$ cat config.mk
export PLATFORM = sky130hd
export DESIGN_NAME = debouncedArbiter
export DESIGN_NICKNAME = d
export VERILOG_FILES = /design/src/common/arbPkg.sv /design/src/rtl/reqFilter.sv /design/src/arbiter/rrArbiter.sv /design/src/arbiter/grantEncoder.sv /design/src/rtl/debouncedArbiter.sv
export SDC_FILE = /design/constraint.sdc
export NUM_CORES = 1
export LEC_CHECK = 0
export ABC_AREA = 1
export BUFFER_PORTS_ARGS = -buffer_cell sky130_fd_sc_hd__buf_4
export CAP_MARGIN = 20
export CORE_ASPECT_RATIO = 0.7
export CORE_UTILIZATION = 60
export DETAILED_ROUTE_END_ITERATION = 16
export GPL_ROUTABILITY_DRIVEN = 0
export PLACE_DENSITY = 0.86
export SLEW_MARGIN = 20
export SYNTH_ARGS = -nofsm -noshare
export SYNTH_HDL_FRONTEND = slang
export SYNTH_SLANG_ARGS = --single-unit
$ cat constraint.sdc
create_clock -name AClkB -period 5.7 [get_ports AClkB]
set_input_delay 1.14 -clock AClkB [delete_from_list [all_inputs] [get_ports AClkB]]
set_output_delay 1.14 -clock AClkB [all_outputs]
set_load 0.01 [all_outputs]
$ cat src/common/arbPkg.sv
package arbPkg;

  // Number of request lines handled by the arbiter
  localparam int CLineCnt = 8;

  // Width of a line index
  localparam int CIdxLen = $clog2(CLineCnt);

  // One bit per request line
  typedef logic [CLineCnt-1:0] lineVecT;

  // Line number
  typedef logic [CIdxLen-1:0] lineIdxT;

  // Debounced request levels leaving the filter stage
  typedef struct packed
  {
    lineVecT lines;
  } filtReqT;

  // Registered one-hot grant leaving the arbiter stage
  typedef struct packed
  {
    lineVecT oneHot;
    logic    any;
  } grantT;

  // Final result, the granted line as an index
  typedef struct packed
  {
    logic    valid;
    lineIdxT idx;
  } grantIdxT;

endpackage

$ cat src/rtl/reqFilter.sv
module reqFilter #(
  parameter int FilterLen = 4
)
(
  input  logic            AClkB,
  input  logic            AResetBN,
  input  arbPkg::lineVecT ReqLines,
  output arbPkg::filtReqT FiltReq
);

  localparam int CLineCnt = arbPkg::CLineCnt;

  // Sample history per line, bit 0 holds the newest sample
  logic [CLineCnt-1:0][FilterLen-1:0] FHistory;
  logic [CLineCnt-1:0][FilterLen-1:0] BHistory;

  // Filtered level per line
  arbPkg::lineVecT FLevel;
  arbPkg::lineVecT BLevel;

  // Per-line history summaries
  arbPkg::lineVecT BHistAll;
  arbPkg::lineVecT BHistNone;

  // Shift the raw sample into each line's history
  always_comb
  begin
    for (int l = 0; l < CLineCnt; l++)
    begin
      BHistory[l][0] = ReqLines[l];
      for (int k = 1; k < FilterLen; k++)
      begin
        BHistory[l][k] = FHistory[l][k-1];
      end
    end
  end

  // All ones sets the level, all zeros clears it
  always_comb
  begin
    for (int l = 0; l < CLineCnt; l++)
    begin
      BHistAll[l]  = &FHistory[l];
      BHistNone[l] = ~(|FHistory[l]);
    end
  end

  // Mixed history keeps the previous level, so short pulses never get through
  always_comb
  begin
    for (int l = 0; l < CLineCnt; l++)
    begin
      if (BHistAll[l])
      begin
        BLevel[l] = 1'b1;
      end
      else if (BHistNone[l])
      begin
        BLevel[l] = 1'b0;
      end
      else
      begin
        BLevel[l] = FLevel[l];
      end
    end
  end

  always_ff @(posedge AClkB or negedge AResetBN)
  begin
    if (!AResetBN)
    begin
      FHistory <= '0;
    end
    else
    begin
      FHistory <= BHistory;
    end
  end

  always_ff @(posedge AClkB or negedge AResetBN)
  begin
    if (!AResetBN)
    begin
      FLevel <= '0;
    end
    else
    begin
      FLevel <= BLevel;
    end
  end

  assign FiltReq.lines = FLevel;

endmodule

$ cat src/arbiter/rrArbiter.sv
module rrArbiter
(
  input  logic            AClkB,
  input  logic            AResetBN,
  input  arbPkg::filtReqT FiltReq,
  output arbPkg::grantT   Grant
);

  localparam int CLineCnt = arbPkg::CLineCnt;

  // One-hot priority pointer
  arbPkg::lineVecT FPointer;
  arbPkg::lineVecT BPointer;

  // Registered grant
  arbPkg::grantT FGrant;
  arbPkg::grantT BGrant;

  // Requests rotated so that the pointer position lands on bit 0
  arbPkg::lineVecT BRotReq;
  arbPkg::lineVecT BRotPrefix;
  arbPkg::lineVecT BRotMasked;

  // Winner in the original line order
  arbPkg::lineVecT BSelected;

  arbPkg::lineVecT BPointerRol;
  logic            BAnyReq;
  logic            BHold;

  assign BAnyReq = |FiltReq.lines;

  // Previous owner still asks, so nobody else gets in
  assign BHold = |(FiltReq.lines & FGrant.oneHot);

  // Rotate right by the pointer position
  always_comb
  begin
    BRotReq = '0;
    for (int k = 0; k < CLineCnt; k++)
    begin
      for (int j = 0; j < CLineCnt; j++)
      begin
        BRotReq[j] = BRotReq[j] | (FPointer[k] & FiltReq.lines[(k + j) % CLineCnt]);
      end
    end
  end

  // Keep the lowest set bit only
  always_comb
  begin
    BRotPrefix[0] = BRotReq[0];
    BRotMasked[0] = BRotReq[0];
    for (int i = 1; i < CLineCnt; i++)
    begin
      BRotPrefix[i] = BRotReq[i] | BRotPrefix[i-1];
      BRotMasked[i] = BRotReq[i] & ~BRotPrefix[i-1];
    end
  end

  // Rotate the winner back by the same amount
  always_comb
  begin
    BSelected = '0;
    for (int k = 0; k < CLineCnt; k++)
    begin
      for (int j = 0; j < CLineCnt; j++)
      begin
        BSelected[(k + j) % CLineCnt] = BSelected[(k + j) % CLineCnt]
                                      | (FPointer[k] & BRotMasked[j]);
      end
    end
  end

  // Pointer moves one line up, the top line wraps to line 0
  always_comb
  begin
    BPointerRol[0] = FPointer[CLineCnt-1];
    for (int i = 1; i < CLineCnt; i++)
    begin
      BPointerRol[i] = FPointer[i-1];
    end
  end

  always_comb
  begin
    if (BHold)
    begin
      BGrant.oneHot = FGrant.oneHot;
      BPointer      = FPointer;
    end
    else if (BAnyReq)
    begin
      BGrant.oneHot = BSelected;
      BPointer      = BPointerRol;
    end
    else
    begin
      // Idle, the pointer waits where it is
      BGrant.oneHot = '0;
      BPointer      = FPointer;
    end
    BGrant.any = |BGrant.oneHot;
  end

  always_ff @(posedge AClkB or negedge AResetBN)
  begin
    if (!AResetBN)
    begin
      FPointer <= arbPkg::lineVecT'(1);
    end
    else
    begin
      FPointer <= BPointer;
    end
  end

  always_ff @(posedge AClkB or negedge AResetBN)
  begin
    if (!AResetBN)
    begin
      FGrant <= '0;
    end
    else
    begin
      FGrant <= BGrant;
    end
  end

  assign Grant = FGrant;

endmodule

$ cat src/arbiter/grantEncoder.sv
module grantEncoder
(
  input  logic             AClkB,
  input  logic             AResetBN,
  input  arbPkg::grantT    Grant,
  output arbPkg::grantIdxT GrantOut
);

  localparam int CLineCnt = arbPkg::CLineCnt;

  arbPkg::lineIdxT  BIdx;
  arbPkg::grantIdxT BGrantOut;
  arbPkg::grantIdxT FGrantOut;

  // OR of the line numbers whose one-hot bit is set
  always_comb
  begin
    BIdx = '0;
    for (int i = 0; i < CLineCnt; i++)
    begin
      if (Grant.oneHot[i])
      begin
        BIdx = BIdx | arbPkg::lineIdxT'(i);
      end
    end
  end

  // No grant gives index 0 with valid low
  always_comb
  begin
    BGrantOut.valid = Grant.any;
    BGrantOut.idx   = BIdx;
  end

  always_ff @(posedge AClkB or negedge AResetBN)
  begin
    if (!AResetBN)
    begin
      FGrantOut <= '0;
    end
    else
    begin
      FGrantOut <= BGrantOut;
    end
  end

  assign GrantOut = FGrantOut;

endmodule

$ cat src/rtl/debouncedArbiter.sv
module debouncedArbiter #(
  parameter int FilterLen = 4
)
(
  input  logic             AClkB,
  input  logic             AResetBN,
  input  arbPkg::lineVecT  ReqLines,
  output arbPkg::grantIdxT GrantOut
);

  // Stage outputs
  arbPkg::filtReqT FiltReq;
  arbPkg::grantT   Grant;

  // Stage 1, debounce, latency FilterLen
  reqFilter #(
    .FilterLen (FilterLen)
  ) u_reqFilter
  (
    .AClkB    (AClkB),
    .AResetBN (AResetBN),
    .ReqLines (ReqLines),
    .FiltReq  (FiltReq)
  );

  // Stage 2, rotating priority pick, latency 1
  rrArbiter u_rrArbiter
  (
    .AClkB    (AClkB),
    .AResetBN (AResetBN),
    .FiltReq  (FiltReq),
    .Grant    (Grant)
  );

  // Stage 3, one-hot to index, latency 1
  grantEncoder u_grantEncoder
  (
    .AClkB    (AClkB),
    .AResetBN (AResetBN),
    .Grant    (Grant),
    .GrantOut (GrantOut)
  );

endmodule

==> metrics.md <==
| Metric | Value |
|---|---|
| Outcome | completed |
| Fin. Hold Viols | 0 |
| Number of global-route vias before repair | 2654 |
| Placed Cells | 469 |
| Maximum VDD drop | 0.0002622 V |
| Synth Area in Compound Gates | 6.035% |
| Synth cell types | 31 |
| Slew Viols, Final | 0 |
| Critical Path RT | 5.94 ns |
| Final ANT Viol Nets | 0 |
| Post-synthesis simple-gate area fraction | 36.52% |
| Port Buffers | 13 |
| # IOs | 14 |
| Setup violators final | 0 |
| Gr ovfl total | 0 |
| Syn. warnings | 0 |
| PD cells | 265.9 mW/mm^2 |
| Core box area | 0.005258 sq mm |
| Most common cell after layout, fill and taps aside | nand2_1 |
| TNS Setup | 0 ns |
| Final wirelength | 7383 um |
| Die area | 0.005764 sq mm |
| Largest net degree at the start of global routing | 62 |
| First-pass GRT wire length | 12540 um |
| Cell count after synthesis | 412 |
| Most common cell on crit path | nand2_1 |
| Initial antenna violation count | 0 |
| CTS max path bufs | 2 |
| Hold crit path type | reg -> reg |
| Root buffer cell | clkbuf_8 |
| Pleak | 1.681 nW |
| Cts hold-fix bufs | 0 |
| RSZ-0062 raised after global routing | no |
| Reg2reg setup slack | 3.20 ns |
| CTS resizes | 0 |
| Post-DP HPWL | 4900 um |
| Largest family of logic cells by synthesized area | simple AND/OR/NAND/NOR gates |
| Post-synth EDFFs | 0 |
| DRC | 0 |
| Post-Syn Nets | 422 |
| Total number of vias | 2892 |
| Power, Total | 0.9267 mW |
| Iter 0 DRT Violations | 458 |
| Ant. Diodes | 0 |
| Vias per cell | 5.963 |
| Crit path time final | 2.501 ns |
| Worst-Margin Slew | 0.7249 ns |
| Share of layout cells above drive strength 1 | 11.86% |
| Routed wire per std cell | 15.22 um |
| Setup crit end kind | flop |
| Die Span X | 90.31 um |
| Initial Util | 62.30% |
| Non-Filler Instances | 485 |
| Relative slew slack | 51.68% |
| Arr. time, crit path | 2.74 ns |
| Mapped Avg Cell Area | 7.951 sq um |
| Mapped Area | 0.003276 sq mm |
| Worst hold slack | 0.3620 ns |
| Commonest cells after routing, fill and taps aside | nand2_1, dfrtp_1, inv_1, nand3_1, nand4_1 |
| CP startpoint kind | flop |
| Adder-cell area share of the yosys netlist | 0% |
| Flops & latches, synth | 61 |
| Post-synthesis mux area share | 0% |
| Clk_skew | 0.008386 ns |
| Critical path type | reg -> reg |
| CTS buffer count | 9 |
| Critical Path Fanout Max | 17 |
| # Max-Cap Violations | 0 |
| Die height | 63.82 um |
| Pre-antenna DRT Iters | 5 |
| CTS Sinks | 61 |
| Final #Nets | 418 |
| CP peak stage delay | 0.63 ns |
| # rows | 22 |
| Critical-path cell list | nand2_1 -> nand4_1 -> nor2_2 -> nor3_2 -> nand2_1 -> nand3_1 -> nor2_1 -> nand4_1 -> a21oi_1 -> nand2_1 -> nor2_1 -> nand2_1 |
| Final critical-path share of the clock period | 43.87% |
| Slowest-stage cell, CP | dfrtp_1 |
| Post-synthesis xor/xnor area fraction | 0% |
| Layout Area Growth over Synthesis | 6.379% |
| Placed Area | 0.003278 sq mm |
| H-tree depth | 3 |
| Worst-skew pair later-pin latency | 0.35 ns |
| Final Cell Area | 0.003485 sq mm |
| Post-CTS setup buffer count | 0 |
| F_max | 399.9 MHz |
| Ys async rst share | 100.0% |
| Clk pin slew, worst setup/hold paths | 0.07 ns |
| GRT Overall Usage | 28.54% |
| Main synth FF type | dfrtp_1 |
| CTS tree | yes |
| Register area share after synthesis | 46.64% |
==> critical path, delay by kind of cell (launching register included) <==
kind	cells	cell delay [ns]
AND/OR/NAND/NOR	11	1.53
flip-flops	1	0.63
AO/OA/AOI/OAI	1	0.22
==> synth_stat cells, types with 2 or more instances <==
cell type  count  area, sq um
nor2_8         2        40.04
dfrtp_1       60         1501
nand4_1       31        193.9
inv_1         44        165.2
buf_6          4        45.04
a21oi_1        7        35.03
nand3_1       37        185.2
buf_2         16        80.08
o21ai_0       19        95.09
nor4_1         8        50.05
a221oi_1       5        43.79
clkbuf_1       2        7.510
nand2_1      116        435.4
nand3b_1       6        45.04
buf_4          5        37.54
nor2_2         6        37.54
nand2_4        2        22.52
nor2_1        26        97.59
nand2_2        4        25.02
==> worst paths after layout <==
check                      cells after the start               startpoint                         end
min in group asynchronous                      1                 AResetBN     u_reqFilter.BHistory[1]
max                                           12  u_rrArbiter.FPointer[4]        u_rrArbiter.Grant[0]
min reg2reg                                    0     u_rrArbiter.Grant[0]  u_grantEncoder.GrantOut[3]
min                                            0     u_rrArbiter.Grant[0]  u_grantEncoder.GrantOut[3]
max in group asynchronous                      1                 AResetBN     u_reqFilter.BHistory[6]
max reg2reg                                   12  u_rrArbiter.FPointer[4]        u_rrArbiter.Grant[0]
==> sequential cells by signal (all words and copies together), names as in the netlist <==
name	count
u_reqFilter.FHistory	8
u_rrArbiter.Grant	9
u_reqFilter.FiltReq	8
u_reqFilter.BHistory	24
u_rrArbiter.FPointer	8
u_grantEncoder.GrantOut	4
==> where the power goes <==
group	switching [mW]	total (mW)	leakage, nW	internal, mW
clock	0.187	0.395	0.0984	0.208
sequential	0.0453	0.500	0.757	0.455
combinational	0.0202	0.0313	0.826	0.0111
==> area by class of cell <==
class	count	area, sq um
fillers	416	1773
flip-flops and latches	61	1528
multi-input cells	278	1394
inverters	45	168.9
clock buffers	9	123.9
repair buffers	13	97.59
well taps	72	90.09
clock inverters	7	82.58
==> kinds of logic (layout without fill, tap and decap cells) <==
| family | count (synthesis) | count (layout) |
|---|---|---|
| AO/OA/AOI/OAI | 34 | 34 |
| buffers and inverters | 73 | 74 |
| flip-flops | 61 | 61 |
| AND/OR/NAND/NOR | 244 | 244 |
==> metrics by stage <==
| stage | utilization (%) | setup slack (ns) |
|---|---|---|
| 6_report | 66.28 | 3.199 |
| 3_3_place_gp | 62.35 | 3.316 |
| 4_1_cts | 66.28 | 3.273 |
| 5_1_grt | 66.28 | 2.869 |
| 3_5_place_dp | 62.35 | 3.299 |
| 2_1_floorplan | - | 3.739 |
==> metal layers <==
metal | GRT usage, % | up-vias | share of wire, %
met4 | 9.476 | 0 | 2.1
met2 | 41.32 | 180 | 43
met3 | 9.524 | 25 | 11
met5 | 0 | - | 0
met1 | 40.46 | 1342 | 44
li1 | - | 1345 | -
Power figures use the tool's default switching activity.
